**config.mk**
```make
export PLATFORM = sky130hd
export DESIGN_NAME = hazardUnit
export DESIGN_NICKNAME = d
export VERILOG_FILES = /design/src/common/mipsPkg.sv /design/src/design/hazardUnit.sv
export VERILOG_INCLUDE_DIRS = /design/src /design/src/common
export SDC_FILE = /design/constraint.sdc
export NUM_CORES = 1
export LEC_CHECK = 0
export ABC_CLOCK_PERIOD_IN_PS = 1150
export CAP_MARGIN = 20
export CORE_MARGIN = 8
export CORE_UTILIZATION = 28
export DETAILED_ROUTE_END_ITERATION = 8
export DONT_BUFFER_PORTS = 1
export SYNTH_ARGS = -nofsm -noshare
export SYNTH_HDL_FRONTEND = slang
export SYNTH_SLANG_ARGS = --single-unit
```
**constraint.sdc**
```tcl
create_clock -name vclk -period 1.15
set_input_delay 0.0575 -clock vclk [all_inputs]
set_output_delay 0.0575 -clock vclk [all_outputs]
set_load 0.01 [all_outputs]
```
**src/common/mips_defines.svh**
```systemverilog
`ifndef MIPS_DEFINES_SVH
`define MIPS_DEFINES_SVH

// widths and depths
`define NB_DATA       32
`define NB_REGADDR    5
`define IMEM_DEPTH    64
`define DMEM_DEPTH    64
`define NB_IMEM_ADDR  6
`define NB_DMEM_ADDR  6

// ----------------------------------------
// opcodes
`define OP_RTYPE      6'b000000
`define OP_ADDIU      6'b001001
`define OP_LW         6'b100011
`define OP_SW         6'b101011
`define OP_HALT       6'b111111   // all ones, drains the pipe

// function codes, R-type only
`define FN_ADDU       6'b100001
`define FN_SUBU       6'b100011
`define FN_AND        6'b100100
`define FN_OR         6'b100101
`define FN_SLT        6'b101010

`endif

```
**src/common/mipsPkg.sv**
```systemverilog
`include "mips_defines.svh"

package mipsPkg;

    // R-type field layout
    typedef struct packed {
        logic [5:0]             opcode;
        logic [`NB_REGADDR-1:0] rs;
        logic [`NB_REGADDR-1:0] rt;
        logic [`NB_REGADDR-1:0] rd;
        logic [4:0]             shamt;    // no shifts here
        logic [5:0]             func;
    } rType_s;

    // I-type field layout
    typedef struct packed {
        logic [5:0]             opcode;
        logic [`NB_REGADDR-1:0] rs;
        logic [`NB_REGADDR-1:0] rt;
        logic [15:0]            imm;
    } iType_s;

    // one instruction word, two views
    typedef union packed {
        rType_s r;
        iType_s i;
    } instr_u;

    typedef enum logic [2:0] {ALU_ADD, ALU_SUB, ALU_AND, ALU_OR, ALU_SLT} aluOp_e;

    typedef enum logic [1:0] {FWD_REG, FWD_EXMEM, FWD_MEMWB} fwdSel_e;

endpackage

```
**src/design/hazardUnit.sv**
```systemverilog
`timescale 1ns/1ps
`include "mips_defines.svh"

module hazardUnit import mipsPkg::*; (
    input  logic [`NB_REGADDR-1:0] i_ifIdRs,
    input  logic [`NB_REGADDR-1:0] i_ifIdRt,
    input  logic [`NB_REGADDR-1:0] i_idExRt,
    input  logic                   i_idExMemRead,
    input  logic [`NB_REGADDR-1:0] i_idExRs,
    input  logic [`NB_REGADDR-1:0] i_exMemDest,
    input  logic                   i_exMemRegWrite,
    input  logic [`NB_REGADDR-1:0] i_memWbDest,
    input  logic                   i_memWbRegWrite,
    output logic                   o_stall,
    output fwdSel_e                o_fwdA,
    output fwdSel_e                o_fwdB
);

    // newest producer first
    function automatic fwdSel_e pickSource(input logic [`NB_REGADDR-1:0] src);
        if (i_exMemRegWrite && (i_exMemDest != '0) && (i_exMemDest == src)) begin
            return FWD_EXMEM;
        end
        if (i_memWbRegWrite && (i_memWbDest != '0) && (i_memWbDest == src)) begin
            return FWD_MEMWB;
        end
        return FWD_REG;
    endfunction

    always_comb begin
        o_fwdA  = pickSource(i_idExRs);
        o_fwdB  = pickSource(i_idExRt);
        // load result not ready until MEM/WB
        o_stall = i_idExMemRead && (i_idExRt != '0)
                  && ((i_idExRt == i_ifIdRs) || (i_idExRt == i_ifIdRt));
    end

endmodule

```
After elaboration in Yosys (flattened, before gate mapping)
Cells that the tools add are included.
{"block": "classes", "n_shift": 0, "div_mod_pow": 0, "muxes": 14, "n_mul": 0, "order_cmp": 0, "eq_ne": 6, "n_reduce_logical": 12, "addsub": 0, "bitwise": 0}
{"operator": "$eq A5 B5 Y1", "count": 6}
{"operator": "$mux W2", "count": 8}
{"operator": "$reduce_bool A5 Y1", "count": 3}
{"operator": "$logic_and A1 B1 Y1", "count": 8}
{"operator": "$mux W1", "count": 6}
{"operator": "$logic_or A1 B1 Y1", "count": 1}
{"block": "totals", "reg_bits": 0, "wordCells": 32, "ramBits": 0, "output_inout_bits": 5, "rom_bits": 0, "latchBits": 0, "memories": 0}

Logic depth before layout (Yosys ltp)
Gate-level depths: netlist of run 1.
{"block": "depth", "ltp_word": 7, "ltp_mapped": 5, "depth_no_buf": 4}

Worst setup path before layout of run 1
OpenSTA, ideal clock, no wires.
{"block": "synth_timing", "path_kind": "input to output", "from": "in i_exMemDest[1]", "to": "out o_fwdA[1]", "stages": 4, "t_arrival_ns": 1.213, "path_slack_ns": -0.121, "path_buffers": 0, "required_ns": 1.092, "cell_sequence": "or4_1 -> o21ai_2 -> nor4_2 -> nor4_2"}
{"block": "synth_via", "elab_chain_len": 5}
{"item": "from (decl)", "line": "hazardUnit.sv:10", "text": "input logic [`NB_REGADDR-1:0] i_exMemDest,"}
{"item": "$reduce_bool A5 Y1", "line": "hazardUnit.sv:21", "text": "if (i_exMemRegWrite && (i_exMemDest != '0) && (i_exMemDest == src)) begin"}
{"item": "$logic_and A1 B1 Y1", "line": "hazardUnit.sv:21"}
{"item": "$logic_and A1 B1 Y1 *", "line": "hazardUnit.sv:21"}
{"item": "$mux W1 *", "line": "hazardUnit.sv:21"}
{"item": "$mux W2 *", "line": "hazardUnit.sv:24", "text": "if (i_memWbRegWrite && (i_memWbDest != '0) && (i_memWbDest == src)) begin"}
{"item": "to (decl)", "line": "hazardUnit.sv:15", "text": "output fwdSel_e o_fwdA,"}
Every way passes the cells marked *; elsewhere a longest branch is shown, timed or not.

Worst setup path after layout of run 1
{"block": "layout_timing", "from": "in i_idExRs[4]", "to": "out o_fwdA[1]"}
{"block": "layout_via", "elab_chain_len": 6}
{"item": "from (decl)", "line": "hazardUnit.sv:9", "text": "input logic [`NB_REGADDR-1:0] i_idExRs,"}
{"item": "$eq A5 B5 Y1", "line": "hazardUnit.sv:24"}
{"item": "$logic_and A1 B1 Y1", "line": "hazardUnit.sv:24"}
{"item": "$mux W1 (2 in series)", "line": "hazardUnit.sv:24"}
{"item": "$mux W2", "line": "hazardUnit.sv:27", "text": "return FWD_REG;"}
{"item": "$mux W2 *", "line": "hazardUnit.sv:24"}
Every way passes the cells marked *; elsewhere a longest branch is shown, timed or not. The select of a mux whose other input is x is not followed.

==> results.ini, run 1 <==
[layout]
layout.cells.non_filler = 69
diodes = 0
final_nets = 88
syn2layout_area_growth_pct = 16.0
regArea_sq_um = 0
clockBufferCount = 0
seq_cell_count = 0
utilization = 0.337
drive_above_1_share = 0.208

[sta]
worst_pin_slew_ns = 0.389
setup_violations = 2
final_hold_viol_count = 0
layout_min_cycle_time_ns = 1.21
final_max_slew_viol_count = 0
post-route-period-util = 1.05
relSlewSlack = 0.739
worst_slack_ns = -0.0577
clock.fmax_mhz = 828
rsz0062_at_grt = yes
setup-tns-final_ns = -0.0619

[floorplanning]
initial_core_util = 0.291
ios = 38
die_y_um = 54.9
core_sq_um = 1450
die_area_sq_um = 3010
num_rows = 14
die_x_um = 54.9

[synth]
synth-seq-area-share = 0
postSynthCellCount = 54
ys_top_cells_by_area = xor2_1 (41%), xnor2_1 (21%), nor4_2 (12%)
synth.top_cell.area_share = 0.414
avgSynthCellArea_sq_um = 7.83
netlist_area_sq_um = 423
yosysWarnings = 0
synth_cell_types = 11
synth_top_area_cell = xor2_1
syn_nets = 87

[grt]
grtUsageTotal = 0.0885
grt_max_degree = 6
grt_pass1_vias = 434
grt_overflow = 0
grt_pass1_wl_mm = 2.08
antenna_found_initial = 0

[routing]
drc = 0
ant_nets = 0
drt-vias-per-instance = 5.65
wl_per_cell_um = 18.8
drt_iter0_markers = 1
wl_mm = 1.30
num_vias = 390
dr.pass1.iters = 3

[hold_path]
min_from = i_idExMemRead
hold_depth = 2
worstHoldEndpoint = o_stall
hold_path.class = in -> out

[worst_setup_path]
startpoint = i_idExRs[4]
critPathKind = in -> out
worstPathArrival_ns = 1.15
cp_max_fo = 2
worstSetupStartpointType = primary input
worstPathRequired_ns = 1.09
crit_path_end_kind = output port

[run_status]
status = complete, but fails checks
failed_checks = setup timing

[place]
dp.cells = 69
gp_congestion = 0.684
dp_hpwl_mm = 1.20
port_buffers = 0

[power]
peakVddDrop_v = 0.0000859
power.leakage_nw = 0.153
p_per_area_nw_per_um2 = 258

[run]
cap_violations = 0

[clock_network]
postCtsSetupBuffers = 0

routing by layer:
metal	GRT usage	wire length [um]	up-vias
li1	-	-	184
met1	0.0913	384	186
met2	0.158	684	20
met3	0.0543	227	0
met4	0	0	0
met5	0	0	-
timing repair:
action,4_1_cts,5_1_grt
hold buffers,0,0
setup endpoints to repair,3,3
resized for setup,4,0
pin swaps,3,0
cells in the final DEF, fill, tap and decap left out:
| cell type | instances |
|---|---|
| buf_4 | 3 |
| xnor2_1 | 10 |
| nor3_1 | 2 |
| or4_4 | 2 |
| xor2_1 | 20 |
| o21ai_1 | 1 |
| or4_1 | 3 |
| buf_6 | 1 |
| nand3_1 | 4 |
| o21ai_0 | 1 |
| a21oi_1 | 1 |
| nor4_2 | 2 |
| nor4_4 | 2 |
| o21ai_4 | 1 |
layout make-up:
cell class                 instances  area, sq um
fill                             173          963
multi-input combinational         49          437
tap                               16         20.0
timing repair buffer               4         33.8
cell families (layout without fill, tap and decap cells):
| kind of cell | after synthesis | in the layout | synth area share |
|---|---|---|---|
| xor gates and xnor gates | 30 | 30 | 0.621 |
| and+or+nand+nor | 15 | 15 | 0.278 |
| buffers and inverters | 5 | 4 | 0.0444 |
| AOI/OAI and AO/OA | 4 | 4 | 0.0562 |
power by group:
| group | switching [mW] | internal, mW | total, mW |
|---|---|---|---|
| Sequential | 0 | 0 | 0 |
| Clock | 0 | 0 | 0 |
| Combinational | 0.0525 | 0.0743 | 0.127 |
| Total | 0.0525 | 0.0743 | 0.127 |
how the worst max path moves through the flow:
stage | slack, ns | cells past startpoint | to
after floorplan | -0.07 | 4 | o_fwdB[1]
after detailed placement | -0.09 | 5 | o_fwdA[1]
final | -0.06 | 4 | o_fwdA[1]
after global routing | -0.11 | 4 | o_fwdA[1]
after global placement | -0.08 | 5 | o_fwdA[1]
after CTS | -0.08 | 4 | o_fwdA[1]
cell usage after synthesis:
| master | n |
|---|---|
| a21oi_1 | 1 |
| clkbuf_1 | 5 |
| nand3_1 | 4 |
| nor3_1 | 2 |
| nor4_2 | 4 |
| o21ai_0 | 1 |
| o21ai_1 | 1 |
| o21ai_2 | 1 |
| or4_1 | 5 |
| xnor2_1 | 10 |
| xor2_1 | 20 |
stage by stage:
stage	setup WS (ns)	hold WS, ns	area (sq um)	power [mW]
global route	-0.115	0.287	490	0.144
floorplan	-0.0672	0.228	465	0.134
global placement	-0.0802	0.240	467	0.117
detailed placement	-0.0933	0.243	467	0.120
finish	-0.0577	0.238	490	0.127
CTS	-0.0766	0.243	490	0.129
critical path, stage by stage:
cell,delay (ns)
xor2_1,0.13
or4_1,0.53
nor4_2,0.27
buf_4,0.16
No activity file was read; power rests on OpenSTA's default activity.
==> run 2, diff against run 1 <==
- REMOVE_ABC_BUFFERS: not set -> 1
==> run 2 against run 1 <==
- the flow still finishes with violations (setup timing)
- highest routed layer unchanged
- cell count is 5.8% higher
- global-route usage is 0.54 points lower
- critical path type unchanged
- combinational power hardly changed
- via count is 1.3% higher
==> results.ini, run 2 (synthesis gave the netlist of run 1 again) <==
[run_status]
status = complete, but fails checks
failed_checks = setup timing

[grt]
grt_pass1_vias = 453
grt_max_degree = 6
grt_pass1_wl_mm = 1.99
antenna_found_initial = 0
grt_overflow = 0
grtUsageTotal = 0.0831

[worst_setup_path]
worstPathArrival_ns = 1.20
critPathKind = in -> out
worstSetupStartpointType = primary input
cp_num_cells = 6
slowest_delay_ns = 0.51
path_buf_inv = 2
cp_max_fo = 3
worstPathRequired_ns = 1.09
crit_top_cell = buf_4
crit_path_end_kind = output port
cp_top_family = simple AND/OR/NAND/NOR gates
crit_chain = or4_4, o21ai_2, buf_4, nor4_4, nor4_2, buf_4
slowest_stage = or4_4

[hold_path]
hold_path.class = in -> out
hold_depth = 2
worstHoldEndpoint = o_stall
min_from = i_idExMemRead

[routing]
wl_per_cell_um = 17.9
drt_iter0_markers = 3
wl_mm = 1.31
num_vias = 395
dr.pass1.iters = 2
drt-vias-per-instance = 5.41
drc = 0
ant_nets = 0

[layout]
regArea_sq_um = 0
final_cell_mix = xor2_1 (20), xnor2_1 (10), buf_4 (6), nand3_1 (4), or4_1 (4)
syn2layout_area_growth_pct = 19.2
utilization = 0.347
diodes = 0
layout_commonest_cell = xor2_1
clockBufferCount = 0
seq_cell_count = 0
drive_above_1_share = 0.246
final_nets = 92

[sta]
clock.fmax_mhz = 798
post-route-period-util = 1.09
setup-tns-final_ns = -0.288
worst_slack_ns = -0.103
layout_min_cycle_time_ns = 1.25
rsz0062_at_grt = yes
final_max_slew_viol_count = 0
setup_violations = 4
relSlewSlack = 0.790
worst_pin_slew_ns = 0.313
final_hold_viol_count = 0

[place]
dp_hpwl_mm = 1.19
port_buffers = 0
gp_congestion = 0.725

[floorplanning]
die_area_sq_um = 3010
initial_core_util = 0.291
die_y_um = 54.9
die_x_um = 54.9
core_sq_um = 1450
ios = 38
num_rows = 14

[run]
cap_violations = 0

[power]
power.leakage_nw = 0.171
p_per_area_nw_per_um2 = 252
peakVddDrop_v = 0.000103

## run 2: where the power goes
part | internal [mW] | switching, mW
combinational | 0.0776 | 0.0494
clock | 0 | 0
sequential | 0 | 0
total | 0.0776 | 0.0494
## run 2: worst max path at each step
stage / startpoint / to / slack, ns
after floorplan: i_exMemDest[1] / o_fwdA[1] / -0.12
after global placement: i_exMemDest[1] / o_fwdB[1] / -0.18
after detailed placement: i_exMemDest[1] / o_fwdB[1] / -0.20
after CTS: i_exMemDest[4] / o_fwdB[1] / -0.13
after global routing: i_exMemDest[4] / o_fwdA[1] / -0.15
final: i_exMemDest[4] / o_fwdB[1] / -0.10
## run 2: cell type report
class,count,area [sq um]
fillers,155,950
multi-input cells,49,417
well taps,16,20.0
repair buffers,8,67.6
## run 2: what timing repair did
action	in CTS	in global routing
hold buffers	0	0
buffers inserted	3	0
pin swaps	5	2
endpoints found under the setup margin	3	4
resized for setup	4	0
endpoints found under the hold margin	0	0
## run 2: metrics by stage
| step | cell area [sq um] | total power, mW | cells | worst slack, ns | hold slack (ns) |
|---|---|---|---|---|---|
| floorplan | 404 | 0.101 | 49 | -0.121 | 0.228 |
| global placement | 462 | 0.111 | 70 | -0.177 | 0.238 |
| detailed placement | 462 | 0.114 | 70 | -0.195 | 0.241 |
| CTS | 504 | 0.128 | 73 | -0.127 | 0.239 |
| global route | 504 | 0.138 | 73 | -0.150 | 0.246 |
| finish | 504 | 0.127 | 73 | -0.103 | 0.238 |
## run 2: layer usage
| layer | vias up | GRT usage | wire length, um |
|---|---|---|---|
| li1 | 192 | - | - |
| met1 | 177 | 0.0883 | 484 |
| met2 | 26 | 0.155 | 633 |
| met3 | 0 | 0.0380 | 191 |
| met4 | 0 | 0 | 0 |
| met5 | - | 0 | 0 |
