**src/common/mips_defines.svh**
```systemverilog
`ifndef MIPS_DEFINES_SVH
`define MIPS_DEFINES_SVH

// widths and depths
`define NB_DATA       32
`define NB_REGADDR    5
`define IMEM_DEPTH    64
`define DMEM_DEPTH    64
`define NB_IMEM_ADDR  6
`define NB_DMEM_ADDR  6

// ----------------------------------------
// opcodes
`define OP_RTYPE      6'b000000
`define OP_ADDIU      6'b001001
`define OP_LW         6'b100011
`define OP_SW         6'b101011
`define OP_HALT       6'b111111   // all ones, drains the pipe

// function codes, R-type only
`define FN_ADDU       6'b100001
`define FN_SUBU       6'b100011
`define FN_AND        6'b100100
`define FN_OR         6'b100101
`define FN_SLT        6'b101010

`endif

```
**src/common/mipsPkg.sv**
```systemverilog
`include "mips_defines.svh"

package mipsPkg;

    // R-type field layout
    typedef struct packed {
        logic [5:0]             opcode;
        logic [`NB_REGADDR-1:0] rs;
        logic [`NB_REGADDR-1:0] rt;
        logic [`NB_REGADDR-1:0] rd;
        logic [4:0]             shamt;    // no shifts here
        logic [5:0]             func;
    } rType_s;

    // I-type field layout
    typedef struct packed {
        logic [5:0]             opcode;
        logic [`NB_REGADDR-1:0] rs;
        logic [`NB_REGADDR-1:0] rt;
        logic [15:0]            imm;
    } iType_s;

    // one instruction word, two views
    typedef union packed {
        rType_s r;
        iType_s i;
    } instr_u;

    typedef enum logic [2:0] {ALU_ADD, ALU_SUB, ALU_AND, ALU_OR, ALU_SLT} aluOp_e;

    typedef enum logic [1:0] {FWD_REG, FWD_EXMEM, FWD_MEMWB} fwdSel_e;

endpackage

```
**src/design/execute/instrExecute.sv**
```systemverilog
`timescale 1ns/1ps
`include "mips_defines.svh"

module instrExecute import mipsPkg::*; (
    input  logic                   clk,
    input  logic                   i_rst,
    input  logic                   i_halt,
    input  logic [`NB_DATA-1:0]    i_dataA,
    input  logic [`NB_DATA-1:0]    i_dataB,
    input  logic [`NB_DATA-1:0]    i_imm,
    input  logic [`NB_REGADDR-1:0] i_dest,
    input  aluOp_e                 i_aluOp,
    input  logic                   i_aluSrcImm,
    input  logic                   i_memRead,
    input  logic                   i_memWrite,
    input  logic                   i_regWrite,
    input  logic                   i_haltFlag,
    input  fwdSel_e                i_fwdA,
    input  fwdSel_e                i_fwdB,
    input  logic [`NB_DATA-1:0]    i_memWbData,
    output logic [`NB_DATA-1:0]    o_result,
    output logic [`NB_DATA-1:0]    o_storeData,
    output logic [`NB_REGADDR-1:0] o_dest,
    output logic                   o_memRead,
    output logic                   o_memWrite,
    output logic                   o_regWrite,
    output logic                   o_haltFlag
);

    logic [`NB_DATA-1:0] opA, opB, aluB, aluOut;

    function automatic logic [`NB_DATA-1:0] pickOperand(
        input fwdSel_e             sel,
        input logic [`NB_DATA-1:0] regVal,
        input logic [`NB_DATA-1:0] exMemVal,
        input logic [`NB_DATA-1:0] memWbVal
    );
        case (sel)
            FWD_EXMEM: return exMemVal;
            FWD_MEMWB: return memWbVal;
            default:   return regVal;
        endcase
    endfunction

    assign opA  = pickOperand(i_fwdA, i_dataA, o_result, i_memWbData);
    assign opB  = pickOperand(i_fwdB, i_dataB, o_result, i_memWbData);
    assign aluB = i_aluSrcImm ? i_imm : opB;   // ADDIU, LW, SW take the imm

    // ----------------------------------------
    // ALU
    // ----------------------------------------
    always_comb begin
        case (i_aluOp)
            ALU_SUB: aluOut = opA - aluB;
            ALU_AND: aluOut = opA & aluB;
            ALU_OR:  aluOut = opA | aluB;
            ALU_SLT: aluOut = {{(`NB_DATA-1){1'b0}}, $signed(opA) < $signed(aluB)};
            default: aluOut = opA + aluB;
        endcase
    end

    // EX/MEM register
    always_ff @(posedge clk) begin
        if (!i_halt) begin
            o_result    <= aluOut;
            o_storeData <= opB;                // forwarded rt for SW
            o_dest      <= i_dest;
        end
    end

    always_ff @(posedge clk) begin
        if (i_rst) begin
            o_memRead  <= 1'b0;
            o_memWrite <= 1'b0;
            o_regWrite <= 1'b0;
            o_haltFlag <= 1'b0;
        end else if (!i_halt) begin
            o_memRead  <= i_memRead;
            o_memWrite <= i_memWrite;
            o_regWrite <= i_regWrite;
            o_haltFlag <= i_haltFlag;
        end
    end

endmodule

```
**config.mk**
```make
export PLATFORM = sky130hd
export DESIGN_NAME = instrExecute
export DESIGN_NICKNAME = d
export VERILOG_FILES = /design/src/common/mipsPkg.sv /design/src/design/execute/instrExecute.sv
export VERILOG_INCLUDE_DIRS = /design/src /design/src/common
export SDC_FILE = /design/constraint.sdc
export NUM_CORES = 1
export LEC_CHECK = 0
export BUFFER_PORTS_ARGS = -buffer_cell sky130_fd_sc_hd__buf_2
export CAP_MARGIN = 40
export CORE_MARGIN = 4
export CORE_UTILIZATION = 30
export CTS_CLUSTER_SIZE = 40
export DETAILED_ROUTE_END_ITERATION = 10
export GPL_ROUTABILITY_DRIVEN = 0
export GPL_TIMING_DRIVEN = 0
export PLACE_DENSITY_LB_ADDON = 0.05
export SYNTH_ARGS = -nofsm -noshare
export SYNTH_HDL_FRONTEND = slang
export SYNTH_SLANG_ARGS = --single-unit
export TNS_END_PERCENT = 100
```
**constraint.sdc**
```tcl
create_clock -name clk -period 6.64 [get_ports clk]
set_clock_uncertainty 0.1 [all_clocks]
set_input_delay 0.996 -clock clk [delete_from_list [all_inputs] [get_ports clk]]
set_output_delay 0.996 -clock clk [all_outputs]
set_load 0.05 [all_outputs]
```
# After elaboration in Yosys (flattened, before gate mapping)
# Index checks and enable logic that the tools add are counted.
dict set report classes {
  n_lt_le_gt_ge 1
  bitwise_logic 2
  mux 4
  n_div 0
  eq_ne 8
  addsub 2
  n_reduce_logical 0
  shifts 0
  multipliers 0
}
# cell count
set op_table {}
lappend op_table {{$pmux W32 S2} 2}
lappend op_table {{$pmux W32 S4} 1}
lappend op_table {{$add A32 B32 Y32} 1}
lappend op_table {{$and A32 B32 Y32} 1}
lappend op_table {{$lt A32 B32 Y1} 1}
lappend op_table {{$mux W32} 1}
lappend op_table {{$or A32 B32 Y32} 1}
lappend op_table {{$sub A32 B32 Y32} 1}
lappend op_table {{$eq A3 B2 Y1 const B} 2}
lappend op_table {{$eq A2 B1 Y1 const B} 2}
lappend op_table {{$eq A2 B2 Y1 const B} 2}
lappend op_table {{$eq A3 B1 Y1 const B} 1}
lappend op_table {{$eq A3 B3 Y1 const B} 1}
dict set report word_totals {
  mem_count 0
  word_cells 24
  latch_bits 0
  romBits 0
  mem_bits_rw 0
  regBits 73
  out_inout_bits 73
}

# Logic depth before layout (Yosys ltp)
# Gate-level depths: netlist of run 1.
dict set report depth {
  ltp_word 5
  ltp_mapped 19
  depth_no_buf 18
}

# Worst setup path after synthesis of run 1
# Ideal clock, no wire load.
dict set report synth_path {
  path_kind {input to register}
  from {input i_fwdB[0]}
  to {register o_result[30] (data pin)}
  required_ns 6.283
  setup_time_ns 0.257
  t_arrival_ns 4.735
  setup_slack_ns 1.548
  stages 18
  cell_sequence {inv_1 ha_1 clkbuf_1 buf_1 a21oi_1 o21ai_0 ha_1 inv_1 fa_1 nor2b_1 o211ai_1 a31o_2 o21ai_2 a221oi_2 o31ai_1 a31oi_1 a211o_1 a32o_1}
}
dict set report synth_via {
  elab_chain_len 5
  elab_cells_between_ends 9
}
# item line
set synth_rtl {}
lappend synth_rtl {{from (decl)} instrExecute.sv:19} ;# input fwdSel_e i_fwdB,
lappend synth_rtl {{$eq A2 B2 Y1 or $eq A2 B1 Y1 (tied branches)} instrExecute.sv:38} ;# case (sel)
lappend synth_rtl {{$pmux W32 S2 *} instrExecute.sv:38}
lappend synth_rtl {{$mux W32 *} instrExecute.sv:47} ;# assign aluB = i_aluSrcImm ? i_imm : opB;
lappend synth_rtl {{$add A32 B32 Y32 (tied with other cells)} instrExecute.sv:58} ;# default: aluOut = opA + aluB;
lappend synth_rtl {{$pmux W32 S4 *} instrExecute.sv:53} ;# case (i_aluOp)
lappend synth_rtl {{named net aluOut[30]} instrExecute.sv:30} ;# logic [`NB_DATA-1:0] opA, opB, aluB, aluOut;
lappend synth_rtl {{to (signal assigned)} instrExecute.sv:65} ;# o_result <= aluOut;
lappend synth_rtl {{to (decl)} instrExecute.sv:21} ;# output logic [`NB_DATA-1:0] o_result,
# Mark *: on every way through the listed nets, which the timed path passes. The rest lies on a longest branch.
# A chain may end at the register's enable or synchronous reset.

# Worst setup path after layout of run 1
dict set report layout_path {
  from {input i_fwdB[0]}
  to {register o_result[28] (data pin)}
}
# Same word-level chain as after synthesis.

==> reports/qor.yml, run 1 <==
power:
  power.internal_uw: 1361
  switchingPower_uw: 1295
  p_sw_share_pct: 48.76
  p_clk_share_pct: 21.3
  cellLeakagePower_uw: 0.004917
  p_seq_share_pct: 23.8
  combinationalPowerShare_pct: 54.9
  power_density_nw_per_um2: 245.4
  irDropWorstVdd_v: 0.0001184
synth:
  synth-edff-count: 69
  synth_xor_area_share_pct: 0.1975
  async_flop_share_pct: 0
  synth_warnings: 0
  synth_compound_area_share_pct: 34.78
  syn_nets: 1437
  yosysSeqAreaShare_pct: 24.27
  yosys.area_share.simple_pct: 15.86
  ys_ff_latch: 73
  synth_top_family_by_area: "compound AO/OA/AOI/OAI gates"
  syn_area_per_cell_um2: 7.471
  netlist_instances: 1187
  yosys-mux-area-fraction_pct: 0.8183
  syn_area_um2: 8869
  synthFlopType: "edfxtp_1"
  synthAdderAreaFrac_pct: 14.56
  synth_cell_type_count: 75
worst_setup_path:
  path_class: "input pin to register"
  critical_path_required_ns: 6.62
  endpoint_kind: "register"
  reg2regPathDepth: 15
  critPathMaxFanout: 10
  start_kind: "input pin"
  r2r-end: "o_result[26]"
  critPathArrivalTime_ns: 6.30
  r2r-start: "o_result[17]"
  r2r_slack_ns: 1.75
sta:
  period_share_pct: 95.26
  rsz0062_at_grt: "no"
  tightest_slew_ns: 0.9423
  fmax_ghz: 0.1581
  layout_setup_ws_ns: 0.3144
  slew_violations: 0
  setup-violations-final: 0
  timing.hold.ws_ns: 0.3957
  fin_crit_ns: 6.326
  max_slew_margin_pct: 36.52
  finalHoldViolations: 0
grt:
  overflow: 0
  track_usage_pct: 24.65
  grt_pass1_vias: 9421
  grt_max_degree: 37
  grt_pass1_wl_um: 61330
  antenna_found_initial: 2
clocking:
  cts_setup_buffers: 0
  numCtsBuffers: 9
  cts.clk_slew.worst_paths_ns: 0.07
  clock-sinks: 73
  clock-root-buffer: "clkbuf_16"
  cts_tree: "built"
  clock_path_buffers: 2
  clk_latency_ns: 0.35
  cts_hold_buf: 0
  htree_levels: 3
  cts_repair_resize_count: 0
min_path:
  worstHoldPathType: "register to register"
  min_from: "o_regWrite"
  hold_depth: 2
  min_to: "o_regWrite"
final_layout:
  fin_cells: 1811
  final_cell_mix: "buf_2, inv_1, nand2_1"
  syn_to_final_growth_pct: 22.04
  final_layout_size_suffix_gt1_share_pct: 19.35
  finish.net_count: 1671
  final_common_cell: "buf_2"
floorplanning:
  die_y_um: 179.9
  fp.dieW_um: 179.9
  fp.coreArea_um2: 28940
  start_util_pct: 30.65
  io_pins: 221
  num_rows: 62
  die_area_um2: 32380
place:
  place_inst: 1793
  dp_hpwl_um: 34280
  portBuffers: 218
  post-place-ws_ns: -0.06815
route:
  drtPass1Iterations: 8
  drt-initial-drc-count: 1063
  ant_nets: 0
  avgRoutedWirePerCell_um: 23.38
  routed_wl_um: 42340
  post_drt_via_cell_ratio: 5.555
  via_count: 10060
  drc: 0
job:
  cap_violations: 0
outcome:
  status: "complete, no violations"
-- final cells by class --
class	instances	area, µm²
clock buffer	10	229.0
inverter	140	528.0
antenna	1	2.502
timing repair buffer	223	1147
fill	3115	18110
buffer	77	319.1
tap	384	480.5
sequential	73	2152
clock inverter	6	92.59
multi-input combinational	897	5872
-- registers in the layout, summed over array words and instances, names as in the netlist --
name and flops:
o_result 32, o_storeData 32, o_dest 5, o_haltFlag 1
o_memRead 1, o_memWrite 1, o_regWrite 1
-- metal layers --
layer,up-vias,GRT usage [%],wire length [µm]
li1,4768,-,-
met1,4779,35.87,19600
met2,471,38.93,18640
met3,40,3.981,3489
met4,2,4.480,598
met5,-,0,13
-- synthesized netlist by cell type, types with 5 or more instances --
master	instances	area share (%)
a221oi_1	11	1.1
o21ai_0	109	6.2
o21bai_1	11	0.93
nand2_1	132	5.6
edfxtp_1	69	23
inv_1	138	5.8
o211a_1	5	0.56
a211o_1	5	0.49
a211oi_1	5	0.42
a22oi_1	71	6.0
a21o_1	17	1.4
o21a_1	8	0.68
nor2b_1	12	0.85
nand2b_1	13	0.92
mux2i_1	5	0.56
nor3_1	14	0.79
nor4_1	10	0.71
ha_1	100	14
o221ai_1	14	1.4
a21oi_1	105	5.9
o22ai_1	9	0.63
nand3_1	8	0.45
a31oi_1	9	0.63
o31ai_1	13	1.1
a221o_1	7	0.79
buf_1	7	0.30
buf_2	9	0.51
o211ai_1	23	1.9
nand4_1	8	0.56
nor2_1	109	4.6
o221a_2	5	0.63
clkbuf_1	58	2.5
-- cell families (layout without fill, tap and decap cells) --
logic type | Yosys count | in the layout
AO/OA/AOI/OAI | 463 | 463
AND/OR/NAND/NOR | 323 | 323
buffers and inverters | 217 | 456
adder cells (fa/ha/maj) | 102 | 102
flip-flops | 73 | 73
multiplexers | 7 | 7
XOR/XNOR | 2 | 2
other | 0 | 1
-- worst max path at each step --
stage,endpoint,slack (ns),depth (start not counted),startpoint
global placement,o_result[26],-0.13,18,i_fwdB[0]
CTS,o_result[26],0.27,18,i_fwdB[0]
floorplan,o_result[30],1.55,18,i_fwdB[0]
finish,o_result[28],0.31,17,i_fwdB[0]
detailed placement,o_result[26],-0.07,18,i_fwdB[0]
global route,o_result[21],0.18,18,i_fwdB[0]
-- stage by stage --
step / total power, µW / cell area (µm²) / TNS, ns / util, %
after CTS: 2634 / 10820 / 0 / 37.38
final: 2656 / 10820 / 0 / 37.40
after floorplan: 1615 / 8869 / 0 / -
after detailed placement: 2068 / 10490 / -0.06815 / 36.27
after global routing: 2794 / 10820 / 0 / 37.40
after global placement: 2067 / 10440 / -0.1312 / 36.08
-- worst max-delay path, cell delays in order --
cell	delay, ns
buf_2	0.11
inv_1	0.05
ha_1	0.24
clkbuf_1	0.69
a22oi_1	0.42
nor2_1	0.23
a21oi_1	0.07
o21ai_0	0.77
ha_1	0.32
clkbuf_1	0.43
nand2_1	0.18
nor3b_1	0.26
o211ai_1	0.18
a211oi_1	0.45
o21ai_0	0.22
a211o_1	0.33
a221o_1	0.34
-- power groups by stage --
stage | clock network [µW] | registers [µW] | logic (µW)
floorplan | 0 | 842 | 773
global placement | 0 | 644 | 1420
detailed placement | 0 | 643 | 1420
CTS | 569 | 633 | 1430
global route | 583 | 639 | 1570
finish | 565 | 633 | 1460
Note: power is estimated with default switching activity, not from simulation.
==> run 2, diff against run 1 <==
- MAX_ROUTING_LAYER: unset -> met4
==> reports/qor.yml, run 2 (same netlist as run 1, synthesis figures left out) <==
final_layout:
  syn_to_final_growth_pct: 22.09
  fin_cells: 1813
  top_regs: "o_result x32, o_storeData x32, o_dest x5"
  final_common_cell: "buf_2"
  finish.net_count: 1671
  final_layout_size_suffix_gt1_share_pct: 19.35
  final_cell_mix: "buf_2, inv_1, nand2_1"
route:
  drtPass1Iterations: 6
  post_drt_via_cell_ratio: 5.529
  drt-initial-drc-count: 1124
  drc: 0
  ant_nets: 0
  via_count: 10024
  avgRoutedWirePerCell_um: 23.34
  routed_wl_um: 42320
power:
  power_density_nw_per_um2: 245.2
  irDropWorstVdd_v: 0.0001156
  cellLeakagePower_uw: 0.004917
worst_setup_path:
  reg2regPathDepth: 15
  slowest_stage: "o21ai_0"
  critical_path_required_ns: 6.66
  path_class: "input pin to register"
  crit_path_start: "i_fwdB[0]"
  crit_chain: "buf_2 > inv_1 > ha_1 > clkbuf_1 > a22oi_1 > nor2_1 > a21oi_1 > o21ai_0 > ha_1 > o31ai_1 > a211oi_1 > o41ai_1 > nor2_1 > o31ai_1 > mux2_2 > o22ai_1"
  r2r-start: "o_result[17]"
  endpoint_kind: "register"
  slowest_delay_ns: 0.72
  critPathMaxFanout: 10
  start_kind: "input pin"
  critPathArrivalTime_ns: 6.25
place:
  post-place-ws_ns: -0.06815
  dp_hpwl_um: 34280
  place_inst: 1793
  portBuffers: 218
floorplanning:
  fp.dieW_um: 179.9
  start_util_pct: 30.65
  fp.coreArea_um2: 28940
  die_y_um: 179.9
  io_pins: 221
  num_rows: 62
  die_area_um2: 32380
sta:
  setup_tns_ns: 0
  period_share_pct: 93.81
  finalHoldViolations: 0
  max_slew_margin_pct: 39.85
  setup-violations-final: 0
  rsz0062_at_grt: "no"
  tightest_slew_ns: 0.8929
  fmax_ghz: 0.1605
  fin_crit_ns: 6.229
  slew_violations: 0
  layout_setup_ws_ns: 0.4107
min_path:
  worstHoldPathType: "register to register"
  min_from: "o_regWrite"
  hold_depth: 2
clocking:
  cts_tree: "built"
  numCtsBuffers: 9
  cts_setup_buffers: 0
  cts_repair_resize_count: 0
  clock-sinks: 73
  cts.clk_slew.worst_paths_ns: 0.07
  clk_latency_ns: 0.35
  cts_hold_buf: 0
  clock_path_buffers: 2
  htree_levels: 3
  clock-root-buffer: "clkbuf_16"
grt:
  overflow: 0
  grt_max_degree: 37
  antenna_found_initial: 2
  track_usage_pct: 25.38
  grt_pass1_wl_um: 61270
  grt_pass1_vias: 9430
outcome:
  status: "complete, no violations"
job:
  cap_violations: 0
run 2: cell count changes in the layout (fill, tap and decap cells not counted):
cell | previous run | this run
diode_2 | 1 | 3
run 2: power by group:
part | switching [µW] | internal, µW | total (µW)
combinational | 1020 | 438 | 1460
sequential | 42.0 | 591 | 633
clock | 230 | 332 | 563
total | 1290 | 1360 | 2650
run 2: area by class of cell:
type                            count  area (µm²)
Fill cell                        3115       18110
Multi-Input combinational cell    897        5872
Sequential cell                    73        2152
Timing Repair Buffer              223        1147
Inverter                          140       528.0
Tap cell                          384       480.5
Buffer                             77       319.1
Clock buffer                       10       229.0
Clock inverter                      6       92.59
Antenna cell                        3       7.507
run 2: metrics by stage:
stage | power (µW) | utilization, % | area [µm²] | hold WS (ns)
6_report | 2655 | 37.42 | 10830 | 0.3955
5_1_grt | 2794 | 37.41 | 10830 | 0.4427
4_1_cts | 2634 | 37.38 | 10820 | 0.4050
3_5_place_dp | 2068 | 36.27 | 10490 | 0.3882
3_3_place_gp | 2067 | 36.08 | 10440 | 0.3754
2_1_floorplan | 1615 | - | 8869 | 0.6412
run 2: path summary, 6_finish.rpt:
check / to / slack, ns
min reg2reg: o_regWrite / 0.40
max: o_result[26] / 0.41
min: o_regWrite / 0.40
max reg2reg: o_result[26] / 1.79
run 2: worst max-delay path, delay by kind of cell:
kind | cells | cell delay (ns)
AO/OA/AOI/OAI | 8 | 3.01
adder cells (fa/ha/maj) | 2 | 0.63
buffers and inverters | 3 | 0.83
multiplexers | 1 | 0.36
AND/OR/NAND/NOR | 2 | 0.39
run 2: metal layers:
| layer | vias up | part of all wire, % | GRT usage, % |
|---|---|---|---|
| met3 | 33 | 7.7 | 3.941 |
| li1 | 4759 | - | - |
| met2 | 467 | 44 | 38.95 |
| met4 | 0 | 1.4 | 4.480 |
| met1 | 4765 | 47 | 35.90 |
| met5 | - | 0 | - |
